## src/common/graph_pkg.sv

```systemverilog
package graph_pkg;

	////////////////////////////////////////
	// Sizing
	////////////////////////////////////////

	localparam int NUM_VERTEX_CU     = 4;
	localparam int CU_ID_BITS        = 2;
	localparam int RESULT_FIFO_DEPTH = 8;

	typedef logic [15:0]           vertex_id_t;
	typedef logic [23:0]           edge_index_t;
	typedef logic [31:0]           address_t;
	typedef logic [31:0]           value_t;
	typedef logic [CU_ID_BITS-1:0] cu_id_t;

	////////////////////////////////////////
	// Bus and job records
	////////////////////////////////////////

	typedef struct packed {
		address_t edge_array_base;
		address_t result_base;
	} graph_config_t;

	typedef struct packed {
		logic        valid;
		vertex_id_t  vertex_id;
		edge_index_t edge_start;
		edge_index_t edge_count;
	} vertex_job_t;

	typedef struct packed {
		logic     valid;
		address_t address;
		cu_id_t   cu_id;
	} read_command_t;

	// Tag in cu_id names the unit that issued the read
	typedef struct packed {
		logic   valid;
		cu_id_t cu_id;
		value_t data;
	} read_response_t;

	typedef struct packed {
		logic        valid;
		vertex_id_t  vertex_id;
		edge_index_t edge_count;
		value_t      sum;
	} vertex_result_t;

	typedef struct packed {
		logic     valid;
		address_t address;
		value_t   data;
	} write_command_t;

	typedef struct packed {
		logic empty;
		logic full;
	} buffer_status_t;

	typedef enum logic [2:0] {
		CU_IDLE,
		CU_JOB_REQUEST,
		CU_READ_ISSUE,
		CU_READ_WAIT,
		CU_RESULT_POST
	} cu_state_t;

endpackage

```

## src/compute_unit/vertex_compute_unit.sv

```systemverilog
`timescale 1ns/1ps

module vertex_compute_unit (
	input  logic                       clock,
	input  logic                       rstn,
	input  logic                       enabled,
	input  graph_pkg::graph_config_t   graph_config,
	input  logic                       job_grant,
	output logic                       job_request,
	input  graph_pkg::vertex_job_t     vertex_job,
	input  logic                       read_grant,
	output logic                       read_request,
	output graph_pkg::address_t        read_address,
	input  graph_pkg::read_response_t  read_response,
	input  logic                       result_grant,
	output logic                       result_request,
	output graph_pkg::vertex_result_t  result
);

	graph_pkg::cu_state_t   state;
	graph_pkg::vertex_job_t job;
	graph_pkg::edge_index_t issued;
	graph_pkg::edge_index_t returned;
	graph_pkg::value_t      sum;
	logic                   job_granted;

	// Request lines follow the state, grants come back in the same cycle
	assign job_request    = (state == graph_pkg::CU_JOB_REQUEST) && !job_granted;
	assign read_request   = (state == graph_pkg::CU_READ_ISSUE);
	assign result_request = (state == graph_pkg::CU_RESULT_POST);

	// Edge k of the job lives at base + start + k
	assign read_address = graph_config.edge_array_base
		+ graph_pkg::address_t'(job.edge_start)
		+ graph_pkg::address_t'(issued);

	always_comb begin
		result.valid      = (state == graph_pkg::CU_RESULT_POST);
		result.vertex_id  = job.vertex_id;
		result.edge_count = job.edge_count;
		result.sum        = sum;
	end

	////////////////////////////////////////
	// Control FSM
	////////////////////////////////////////

	always_ff @(posedge clock or negedge rstn) begin
		if (!rstn) begin
			state       <= graph_pkg::CU_IDLE;
			job_granted <= 1'b0;
			issued      <= '0;
			returned    <= '0;
		end else begin
			// Responses may land while reads are still going out
			if (read_response.valid)
				returned <= graph_pkg::edge_index_t'(returned + 1'b1);
			case (state)
				graph_pkg::CU_IDLE: begin
					if (enabled)
						state <= graph_pkg::CU_JOB_REQUEST;
				end
				graph_pkg::CU_JOB_REQUEST: begin
					if (job_grant)
						job_granted <= 1'b1;
					if (vertex_job.valid) begin
						job_granted <= 1'b0;
						issued      <= '0;
						returned    <= '0;
						if (vertex_job.edge_count == '0)
							state <= graph_pkg::CU_RESULT_POST;
						else
							state <= graph_pkg::CU_READ_ISSUE;
					end
				end
				graph_pkg::CU_READ_ISSUE: begin
					if (read_grant) begin
						issued <= graph_pkg::edge_index_t'(issued + 1'b1);
						if (graph_pkg::edge_index_t'(issued + 1'b1) == job.edge_count)
							state <= graph_pkg::CU_READ_WAIT;
					end
				end
				graph_pkg::CU_READ_WAIT: begin
					if (returned == job.edge_count)
						state <= graph_pkg::CU_RESULT_POST;
				end
				graph_pkg::CU_RESULT_POST: begin
					if (result_grant)
						state <= graph_pkg::CU_IDLE;
				end
				default: state <= graph_pkg::CU_IDLE;
			endcase
		end
	end

	// Job record and running sum
	always_ff @(posedge clock) begin
		if (state == graph_pkg::CU_JOB_REQUEST && vertex_job.valid) begin
			job <= vertex_job;
			sum <= '0;
		end else if (read_response.valid) begin
			sum <= sum + read_response.data;
		end
	end

	// Arbiter routing must never hand a response to an idle unit
	assert property (@(posedge clock) disable iff (!rstn)
		read_response.valid |-> state != graph_pkg::CU_IDLE);

	assert property (@(posedge clock) disable iff (!rstn) returned <= issued);

endmodule

```

## src/logic/cu_arbiter.sv

```systemverilog
`timescale 1ns/1ps

module cu_arbiter (
	input  logic                                clock,
	input  logic                                rstn,
	input  logic                                enabled,
	input  logic [graph_pkg::NUM_VERTEX_CU-1:0] job_request_cu,
	output logic [graph_pkg::NUM_VERTEX_CU-1:0] job_grant_cu,
	output logic                                vertex_job_request,
	input  graph_pkg::vertex_job_t              vertex_job,
	output graph_pkg::vertex_job_t              vertex_job_cu [graph_pkg::NUM_VERTEX_CU],
	input  logic [graph_pkg::NUM_VERTEX_CU-1:0] read_request_cu,
	input  graph_pkg::address_t                 read_address_cu [graph_pkg::NUM_VERTEX_CU],
	output logic [graph_pkg::NUM_VERTEX_CU-1:0] read_grant_cu,
	input  graph_pkg::buffer_status_t           read_buffer_status,
	output graph_pkg::read_command_t            read_command,
	input  graph_pkg::read_response_t           read_response,
	output graph_pkg::read_response_t           read_response_cu [graph_pkg::NUM_VERTEX_CU],
	input  logic [graph_pkg::NUM_VERTEX_CU-1:0] result_request_cu,
	input  graph_pkg::vertex_result_t           result_cu [graph_pkg::NUM_VERTEX_CU],
	output logic [graph_pkg::NUM_VERTEX_CU-1:0] result_grant_cu,
	input  graph_pkg::buffer_status_t           fifo_status,
	output graph_pkg::vertex_result_t           fifo_push
);

	graph_pkg::cu_id_t job_ptr, read_ptr, result_ptr;
	graph_pkg::cu_id_t job_winner, read_winner, result_winner;
	graph_pkg::cu_id_t job_owner;
	logic              job_pending;

	// Nearest requester at or after ptr wins
	function automatic logic [graph_pkg::NUM_VERTEX_CU-1:0] rr_pick(
		input logic [graph_pkg::NUM_VERTEX_CU-1:0] req,
		input graph_pkg::cu_id_t                   ptr
	);
		logic [graph_pkg::NUM_VERTEX_CU-1:0] grant;
		graph_pkg::cu_id_t                   idx;
		grant = '0;
		for (int k = graph_pkg::NUM_VERTEX_CU - 1; k >= 0; k--) begin
			idx = graph_pkg::cu_id_t'(ptr + graph_pkg::cu_id_t'(k));
			if (req[idx]) begin
				grant      = '0;
				grant[idx] = 1'b1;
			end
		end
		return grant;
	endfunction

	function automatic graph_pkg::cu_id_t to_id(input logic [graph_pkg::NUM_VERTEX_CU-1:0] grant);
		graph_pkg::cu_id_t id;
		id = '0;
		for (int k = 0; k < graph_pkg::NUM_VERTEX_CU; k++)
			if (grant[k])
				id = graph_pkg::cu_id_t'(k);
		return id;
	endfunction

	// A registered push still in flight counts as occupied
	always_comb begin
		job_grant_cu    = (enabled && !job_pending) ? rr_pick(job_request_cu, job_ptr) : '0;
		read_grant_cu   = (enabled && !read_buffer_status.full) ?
			rr_pick(read_request_cu, read_ptr) : '0;
		result_grant_cu = (enabled && !fifo_status.full && !fifo_push.valid) ?
			rr_pick(result_request_cu, result_ptr) : '0;
		job_winner      = to_id(job_grant_cu);
		read_winner     = to_id(read_grant_cu);
		result_winner   = to_id(result_grant_cu);
	end

	always_ff @(posedge clock or negedge rstn) begin
		if (!rstn) begin
			job_ptr            <= '0;
			read_ptr           <= '0;
			result_ptr         <= '0;
			job_owner          <= '0;
			job_pending        <= 1'b0;
			vertex_job_request <= 1'b0;
			read_command       <= '0;
			fifo_push          <= '0;
			for (int i = 0; i < graph_pkg::NUM_VERTEX_CU; i++) begin
				vertex_job_cu[i]    <= '0;
				read_response_cu[i] <= '0;
			end
		end else begin
			vertex_job_request <= |job_grant_cu;
			if (vertex_job.valid)
				job_pending <= 1'b0;
			if (|job_grant_cu) begin
				job_pending <= 1'b1;
				job_owner   <= job_winner;
				job_ptr     <= graph_pkg::cu_id_t'(job_winner + 1'b1);
			end

			read_command.valid   <= |read_grant_cu;
			read_command.address <= read_address_cu[read_winner];
			read_command.cu_id   <= read_winner;
			if (|read_grant_cu)
				read_ptr <= graph_pkg::cu_id_t'(read_winner + 1'b1);

			fifo_push       <= result_cu[result_winner];
			fifo_push.valid <= |result_grant_cu;
			if (|result_grant_cu)
				result_ptr <= graph_pkg::cu_id_t'(result_winner + 1'b1);

			// Steer the returning job and tagged responses
			for (int i = 0; i < graph_pkg::NUM_VERTEX_CU; i++) begin
				vertex_job_cu[i]          <= vertex_job;
				vertex_job_cu[i].valid    <= vertex_job.valid && job_pending &&
					job_owner == graph_pkg::cu_id_t'(i);
				read_response_cu[i]       <= read_response;
				read_response_cu[i].valid <= read_response.valid &&
					read_response.cu_id == graph_pkg::cu_id_t'(i);
			end
		end
	end

	assert property (@(posedge clock) disable iff (!rstn)
		$onehot0(job_grant_cu) && $onehot0(read_grant_cu) && $onehot0(result_grant_cu));

endmodule

```

## src/logic/result_fifo.sv

```systemverilog
`timescale 1ns/1ps

module result_fifo (
	input  logic                      clock,
	input  logic                      rstn,
	input  graph_pkg::vertex_result_t push,
	input  logic                      pop,
	output graph_pkg::vertex_result_t result_out,
	output graph_pkg::buffer_status_t status
);

	graph_pkg::vertex_result_t mem [graph_pkg::RESULT_FIFO_DEPTH];

	logic [$clog2(graph_pkg::RESULT_FIFO_DEPTH)-1:0] rd_ptr;
	logic [$clog2(graph_pkg::RESULT_FIFO_DEPTH)-1:0] wr_idx;
	logic [$clog2(graph_pkg::RESULT_FIFO_DEPTH):0]   count;

	// Write slot sits count entries past the head, wrapping on depth
	assign wr_idx = rd_ptr + count[$clog2(graph_pkg::RESULT_FIFO_DEPTH)-1:0];

	assign status.empty = (count == '0);
	assign status.full  = (count == graph_pkg::RESULT_FIFO_DEPTH);

	always_comb begin
		result_out       = mem[rd_ptr];
		result_out.valid = !status.empty;
	end

	always_ff @(posedge clock or negedge rstn) begin
		if (!rstn) begin
			rd_ptr <= '0;
			count  <= '0;
		end else begin
			if (pop)
				rd_ptr <= rd_ptr + 1'b1;
			case ({push.valid, pop})
				2'b10:   count <= count + 1'b1;
				2'b01:   count <= count - 1'b1;
				default: count <= count;
			endcase
		end
	end

	always_ff @(posedge clock) begin
		if (push.valid)
			mem[wr_idx] <= push;
	end

	// Arbiter holds result grants off while a push is still pending
	assert property (@(posedge clock) disable iff (!rstn) push.valid |-> !status.full);

	assert property (@(posedge clock) disable iff (!rstn) pop |-> !status.empty);

endmodule

```

## src/logic/edge_data_write_control.sv

```systemverilog
`timescale 1ns/1ps

module edge_data_write_control (
	input  logic                      clock,
	input  logic                      rstn,
	input  graph_pkg::graph_config_t  graph_config,
	input  graph_pkg::vertex_result_t result_in,
	input  graph_pkg::buffer_status_t fifo_status,
	input  graph_pkg::buffer_status_t write_buffer_status,
	output logic                      pop,
	output graph_pkg::write_command_t write_command,
	output graph_pkg::vertex_id_t     vertex_job_counter_done,
	output graph_pkg::edge_index_t    edge_job_counter_done
);

	// One result leaves the FIFO per write that goes out
	assign pop = !fifo_status.empty && !write_buffer_status.full;

	////////////////////////////////////////
	// Write command and done counters
	////////////////////////////////////////

	always_ff @(posedge clock or negedge rstn) begin
		if (!rstn) begin
			write_command           <= '0;
			vertex_job_counter_done <= '0;
			edge_job_counter_done   <= '0;
		end else begin
			write_command.valid   <= pop;
			write_command.address <= graph_config.result_base
				+ graph_pkg::address_t'(result_in.vertex_id);
			write_command.data    <= result_in.sum;
			if (pop) begin
				vertex_job_counter_done <= vertex_job_counter_done + 1'b1;
				edge_job_counter_done   <= edge_job_counter_done + result_in.edge_count;
			end
		end
	end

endmodule

```

## src/logic/graph_algorithm_control.sv

```systemverilog
`timescale 1ns/1ps

module graph_algorithm_control (
	input  logic                      clock,
	input  logic                      rstn,
	input  logic                      enabled_in,
	input  graph_pkg::graph_config_t  config_in,
	input  graph_pkg::vertex_job_t    vertex_job,
	output logic                      vertex_job_request,
	input  graph_pkg::read_response_t read_response_in,
	input  graph_pkg::buffer_status_t read_buffer_status,
	output graph_pkg::read_command_t  read_command_out,
	input  graph_pkg::buffer_status_t write_buffer_status,
	output graph_pkg::write_command_t write_command_out,
	output graph_pkg::vertex_id_t     vertex_job_counter_done,
	output graph_pkg::edge_index_t    edge_job_counter_done
);

	logic                      enabled;
	graph_pkg::graph_config_t  config_latched;
	graph_pkg::vertex_job_t    vertex_job_latched;
	graph_pkg::read_response_t read_response_latched;
	graph_pkg::buffer_status_t read_buffer_status_latched;
	graph_pkg::buffer_status_t write_buffer_status_latched;

	logic                      vertex_job_request_arb;
	graph_pkg::read_command_t  read_command_arb;
	graph_pkg::write_command_t write_command_wc;
	graph_pkg::vertex_id_t     vertex_counter_wc;
	graph_pkg::edge_index_t    edge_counter_wc;

	logic [graph_pkg::NUM_VERTEX_CU-1:0] job_request_cu, job_grant_cu;
	logic [graph_pkg::NUM_VERTEX_CU-1:0] read_request_cu, read_grant_cu;
	logic [graph_pkg::NUM_VERTEX_CU-1:0] result_request_cu, result_grant_cu;

	graph_pkg::vertex_job_t    vertex_job_cu    [graph_pkg::NUM_VERTEX_CU];
	graph_pkg::address_t       read_address_cu  [graph_pkg::NUM_VERTEX_CU];
	graph_pkg::read_response_t read_response_cu [graph_pkg::NUM_VERTEX_CU];
	graph_pkg::vertex_result_t result_cu        [graph_pkg::NUM_VERTEX_CU];

	graph_pkg::vertex_result_t fifo_push, fifo_out;
	graph_pkg::buffer_status_t fifo_status;
	logic                      fifo_pop;

	////////////////////////////////////////
	// Enable, input and output registers
	////////////////////////////////////////

	always_ff @(posedge clock or negedge rstn) begin
		if (!rstn)
			enabled <= 1'b0;
		else
			enabled <= enabled_in;
	end

	always_ff @(posedge clock or negedge rstn) begin
		if (!rstn) begin
			config_latched              <= '0;
			vertex_job_latched          <= '0;
			read_response_latched       <= '0;
			read_buffer_status_latched  <= '{empty: 1'b1, full: 1'b0};
			write_buffer_status_latched <= '{empty: 1'b1, full: 1'b0};
		end else if (enabled) begin
			vertex_job_latched          <= vertex_job;
			read_response_latched       <= read_response_in;
			read_buffer_status_latched  <= read_buffer_status;
			write_buffer_status_latched <= write_buffer_status;
			// Keep the last nonzero configuration
			if (|config_in)
				config_latched <= config_in;
		end
	end

	always_ff @(posedge clock or negedge rstn) begin
		if (!rstn) begin
			vertex_job_request      <= 1'b0;
			read_command_out        <= '0;
			write_command_out       <= '0;
			vertex_job_counter_done <= '0;
			edge_job_counter_done   <= '0;
		end else begin
			vertex_job_request      <= vertex_job_request_arb;
			read_command_out        <= read_command_arb;
			write_command_out       <= write_command_wc;
			vertex_job_counter_done <= vertex_counter_wc;
			edge_job_counter_done   <= edge_counter_wc;
		end
	end

	////////////////////////////////////////
	// Compute units
	////////////////////////////////////////

	generate
		for (genvar i = 0; i < graph_pkg::NUM_VERTEX_CU; i++) begin : gen_vertex_cu
			vertex_compute_unit vertex_compute_unit_i (
				.clock         (clock),
				.rstn          (rstn),
				.enabled       (enabled),
				.graph_config  (config_latched),
				.job_grant     (job_grant_cu[i]),
				.job_request   (job_request_cu[i]),
				.vertex_job    (vertex_job_cu[i]),
				.read_grant    (read_grant_cu[i]),
				.read_request  (read_request_cu[i]),
				.read_address  (read_address_cu[i]),
				.read_response (read_response_cu[i]),
				.result_grant  (result_grant_cu[i]),
				.result_request(result_request_cu[i]),
				.result        (result_cu[i])
			);
		end
	endgenerate

	cu_arbiter cu_arbiter_i (
		.clock             (clock),
		.rstn              (rstn),
		.enabled           (enabled),
		.job_request_cu    (job_request_cu),
		.job_grant_cu      (job_grant_cu),
		.vertex_job_request(vertex_job_request_arb),
		.vertex_job        (vertex_job_latched),
		.vertex_job_cu     (vertex_job_cu),
		.read_request_cu   (read_request_cu),
		.read_address_cu   (read_address_cu),
		.read_grant_cu     (read_grant_cu),
		.read_buffer_status(read_buffer_status_latched),
		.read_command      (read_command_arb),
		.read_response     (read_response_latched),
		.read_response_cu  (read_response_cu),
		.result_request_cu (result_request_cu),
		.result_cu         (result_cu),
		.result_grant_cu   (result_grant_cu),
		.fifo_status       (fifo_status),
		.fifo_push         (fifo_push)
	);

	result_fifo result_fifo_i (
		.clock     (clock),
		.rstn      (rstn),
		.push      (fifo_push),
		.pop       (fifo_pop),
		.result_out(fifo_out),
		.status    (fifo_status)
	);

	edge_data_write_control edge_data_write_control_i (
		.clock                  (clock),
		.rstn                   (rstn),
		.graph_config           (config_latched),
		.result_in              (fifo_out),
		.fifo_status            (fifo_status),
		.write_buffer_status    (write_buffer_status_latched),
		.pop                    (fifo_pop),
		.write_command          (write_command_wc),
		.vertex_job_counter_done(vertex_counter_wc),
		.edge_job_counter_done  (edge_counter_wc)
	);

endmodule

```

## config.mk

```make
export PLATFORM = sky130hd
export DESIGN_NAME = graph_algorithm_control
export DESIGN_NICKNAME = d
export VERILOG_FILES = /design/src/common/graph_pkg.sv /design/src/compute_unit/vertex_compute_unit.sv /design/src/logic/cu_arbiter.sv /design/src/logic/result_fifo.sv /design/src/logic/edge_data_write_control.sv /design/src/logic/graph_algorithm_control.sv
export SDC_FILE = /design/constraint.sdc
export NUM_CORES = 2
export LEC_CHECK = 0
export ABC_AREA = 0
export BUFFER_PORTS_ARGS = -buffer_cell sky130_fd_sc_hd__buf_2
export CELL_PAD_IN_SITES_DETAIL_PLACEMENT = 0
export CELL_PAD_IN_SITES_GLOBAL_PLACEMENT = 1
export CORE_UTILIZATION = 32
export DETAILED_ROUTE_END_ITERATION = 7
export GPL_ROUTABILITY_DRIVEN = 1
export PLACE_DENSITY = 0.61
export SLEW_MARGIN = 25
export SYNTH_ARGS = -nofsm -noshare
export SYNTH_HDL_FRONTEND = slang
export SYNTH_SLANG_ARGS = --single-unit
export TNS_END_PERCENT = 20
```

## constraint.sdc

```tcl
create_clock -name clock -period 12.46 [get_ports clock]
set_input_delay 2.492 -clock clock [delete_from_list [all_inputs] [get_ports clock]]
set_output_delay 2.492 -clock clock [all_outputs]
set_load 0.01 [all_outputs]
```

==> impl_metrics.csv <==
group,metric,value,unit
final_layout,syn_to_final_growth,15.1,%
die,ios,312,
job,maxCapViolCount,0,
drt,vias_per_cell,5.08,
power,p_leak,0.0381,uW
yosys,avgSynthCellArea,12.8,sq um
drt,final_antenna_net_count,0,
die,die_w,516,um
global_route,grt_pass1_wl,357000,um
setup_path,worstSetupPathType,"reg -> reg",
yosys,syn-cell-area,84500,sq um
clocking,cts_hold_buffers,0,
placement,gp_congestion,0.894,
die,core_area,263000,sq um
global_route,grt_pass1_vias,53671,
global_route,antenna_found_initial,22,
power,vdd_drop_max,0.000158,V
clocking,clkSlewWorstSetupHoldPaths,0.06,ns
drt,drc,0,
clocking,clock_latency,0.87,ns
placement,io_buffers,309,
drt,drtIter0Drc,4280,
clocking,cts_setup_buffers,0,
yosys,synth_ff_type,"dfrtp_1",
final_layout,drive_above_1_share,0.168,
yosys,synth_top_area_frac,0.296,
global_route,grt-ovfl-total,0,
yosys,ys_ff_latch,1810,
final_layout,seqCellArea,48800,sq um
clocking,cts_resized,0,
yosys,syn-instance-count,6623,
timing,hold_violations,0,
yosys,ys_async_sr_fraction,0.470,
final_layout,fillers,25231,
timing,slew_headroom,0.185,
clocking,cts_tree,"done",
timing,rsz0062_at_grt,"no",
yosys,synth_commonest_cells,"dfrtp_1 (850), edfxtp_1 (832), nor2_1 (599), nand2_1 (344), xnor2_1 (315)",
setup_path,critPathLaunchType,"flip-flop",
yosys,synth.most_common_cell,"dfrtp_1",
timing,setup_tns,0,ns
final_layout,utilization,0.371,
yosys,synth_warnings,0,
die,initial_utilization,0.322,
drt,firstDrtPassIters,6,
min_path,min_path_type,"reg -> reg",
drt,dr_total_vias,54165,
timing,fmax,181,MHz
timing,tightest_slew,1.21,ns
timing,setup_viol,0,
timing,slew_viol_final,0,
global_route,grt.total_usage,0.180,
final_layout,multi_input_area,34300,sq um
setup_path,end_kind,"flip-flop",
setup_path,critPathMaxFanout,35,
clocking,h-tree-depth,4,
clocking,clock-root-buffer,"clkbuf_16",
timing,fin_worst_skew,0.0402,ns
yosys,synth_cell_types,89,
placement,dp_hpwl,170000,um
drt,wire_per_inst,22.6,um
timing,finalCritPeriodShare,0.444,
global_route,grt_max_degree,139,
yosys,synth_largest_area_cell,"edfxtp_1",
setup_path,cp.arrival,6.27,ns
outcome,outcome,"finished, final reports clean",
yosys,yosys-top-cells-area,"edfxtp_1 (30%), dfrtp_1 (25%), ha_1 (4.2%)",
clocking,clock_sinks,1810,
final_layout,layout.nets,7526,
setup_path,crit_required,13.19,ns
die,die_h,516,um
timing,min_period,5.54,ns
power,p_per_area,225,nW/um^2
die,die_area,266000,sq um
clocking,clockBufferDepth,3,
clocking,cts_inserted_buffers,203,
drt,wirelength,242000,um
yosys,seq_area_frac_synth,0.577,
yosys,synth_edf_count,832,
yosys,syn_nets,7187,
power,p_total,21900,uW
die,num_rows,188,
==> power breakdown <==
part           switching [uW]  internal (uW)
clock network            2610           3610
logic                    4000           2990
registers                1060           7620
==> stage by stage <==
| step | area [sq um] | hold slack [ns] | instances | setup slack (ns) |
|---|---|---|---|---|
| after detailed placement | 90200 | 0.335 | 10271 | 6.86 |
| after CTS | 97300 | 0.331 | 10658 | 6.81 |
| after floorplan | 84500 | 0.331 | 6623 | 5.54 |
| after global routing | 97300 | 0.351 | 10660 | 6.37 |
| final | 97300 | 0.340 | 10668 | 6.92 |
| after global placement | 90200 | 0.334 | 10271 | 6.86 |
==> per-layer routing <==
layer | vias to the layer above | GRT usage | routed length [um] | part of all wire
li1 | 25151 | - | - | -
met1 | 27260 | 0.260 | 114000 | 0.47
met2 | 1423 | 0.276 | 108000 | 0.45
met3 | 325 | 0.0304 | 13700 | 0.057
met4 | 6 | 0.0519 | 6520 | 0.027
met5 | - | 0 | 34 | 0.00014
==> path summary, 6_finish.rpt <==
check,cells after the start,from,slack [ns],to
setup / recovery,16,result_fifo_i.rd_ptr[0],6.92,edge_data_write_control_i.write_command[62]
hold / removal,0,edge_data_write_control_i.write_command[6],0.34,write_command_out[6]
setup reg to reg,16,result_fifo_i.rd_ptr[0],6.92,edge_data_write_control_i.write_command[62]
hold reg to reg,0,edge_data_write_control_i.write_command[6],0.34,write_command_out[6]
max in group asynchronous,3,rstn,8.67,vertex_job_latched[33]
min in group asynchronous,1,rstn,1.57,write_command_out[12]
==> final cells by class <==
type | count | share of cell area
antenna | 9 | 0.000231
clock buffer | 274 | 0.0594
clock inverter | 113 | 0.0132
inverter | 132 | 0.00519
multi-input combinational | 4431 | 0.353
sequential | 1810 | 0.502
tap | 3515 | 0.0452
timing repair buffer | 384 | 0.0224
==> layout by cell type, fill, tap and decap left out, types with 118 or more instances in the layout <==
cell type	instances
nor2_1	592
mux4_2	157
xor2_1	251
o21ai_0	304
mux2i_1	118
dfrtp_1	842
mux2_2	242
nor3_1	163
inv_1	127
ha_1	285
clkbuf_16	212
edfxtp_1	832
dfxtp_1	128
nand2_1	343
nand3_1	157
xnor2_1	315
a21oi_1	229
buf_2	308
==> sequential cells by signal, summed over array words and instances, names as in the netlist, 24 cells and up <==
name,flops
gen_vertex_cu.vertex_compute_unit_i.sum,128
write_command_out,65
cu_arbiter_i.read_command,35
read_response_latched,35
edge_data_write_control_i.write_command,65
edge_data_write_control_i.edge_job_counter_done,24
read_command_out,35
vertex_job_latched,65
config_latched,64
gen_vertex_cu.vertex_compute_unit_i.job,96
edge_job_counter_done,24
gen_vertex_cu.vertex_compute_unit_i.result,160
cu_arbiter_i.read_response_cu,36
cu_arbiter_i.vertex_job_cu,68
gen_vertex_cu.vertex_compute_unit_i.returned,96
result_fifo_i.mem,576
gen_vertex_cu.vertex_compute_unit_i.issued,96
cu_arbiter_i.fifo_push,73
==> critical path, cell delays in order (launching register included) <==
cell and delay, ns:
dfrtp_4 0.82, buf_4 0.68, mux4_2 0.60, mux2_2 0.29, ha_1 0.22, fa_1 0.44, a21o_1 0.18, a21oi_1 0.22
nor2b_1 0.07, o21ai_0 0.24, a21oi_1 0.18, a311oi_1 0.46, nor3_1 0.16, o31ai_1 0.27, buf_4 0.21, a21boi_0 0.11
xor2_1 0.17
==> cell families (layout without fill, tap and decap cells) <==
group	Yosys count	count (layout)	share of synthesized area
adders and majority gates	393	393	0.0678
other	0	9	0
buffers and inverters	382	903	0.0180
xor gates and xnor gates	566	566	0.0586
and+or+nand+nor	1800	1800	0.103
muxes	517	517	0.0880
AOI/OAI and AO/OA	1155	1155	0.0870
DFF	1810	1810	0.577
Note: power is estimated with default switching activity, not from simulation.
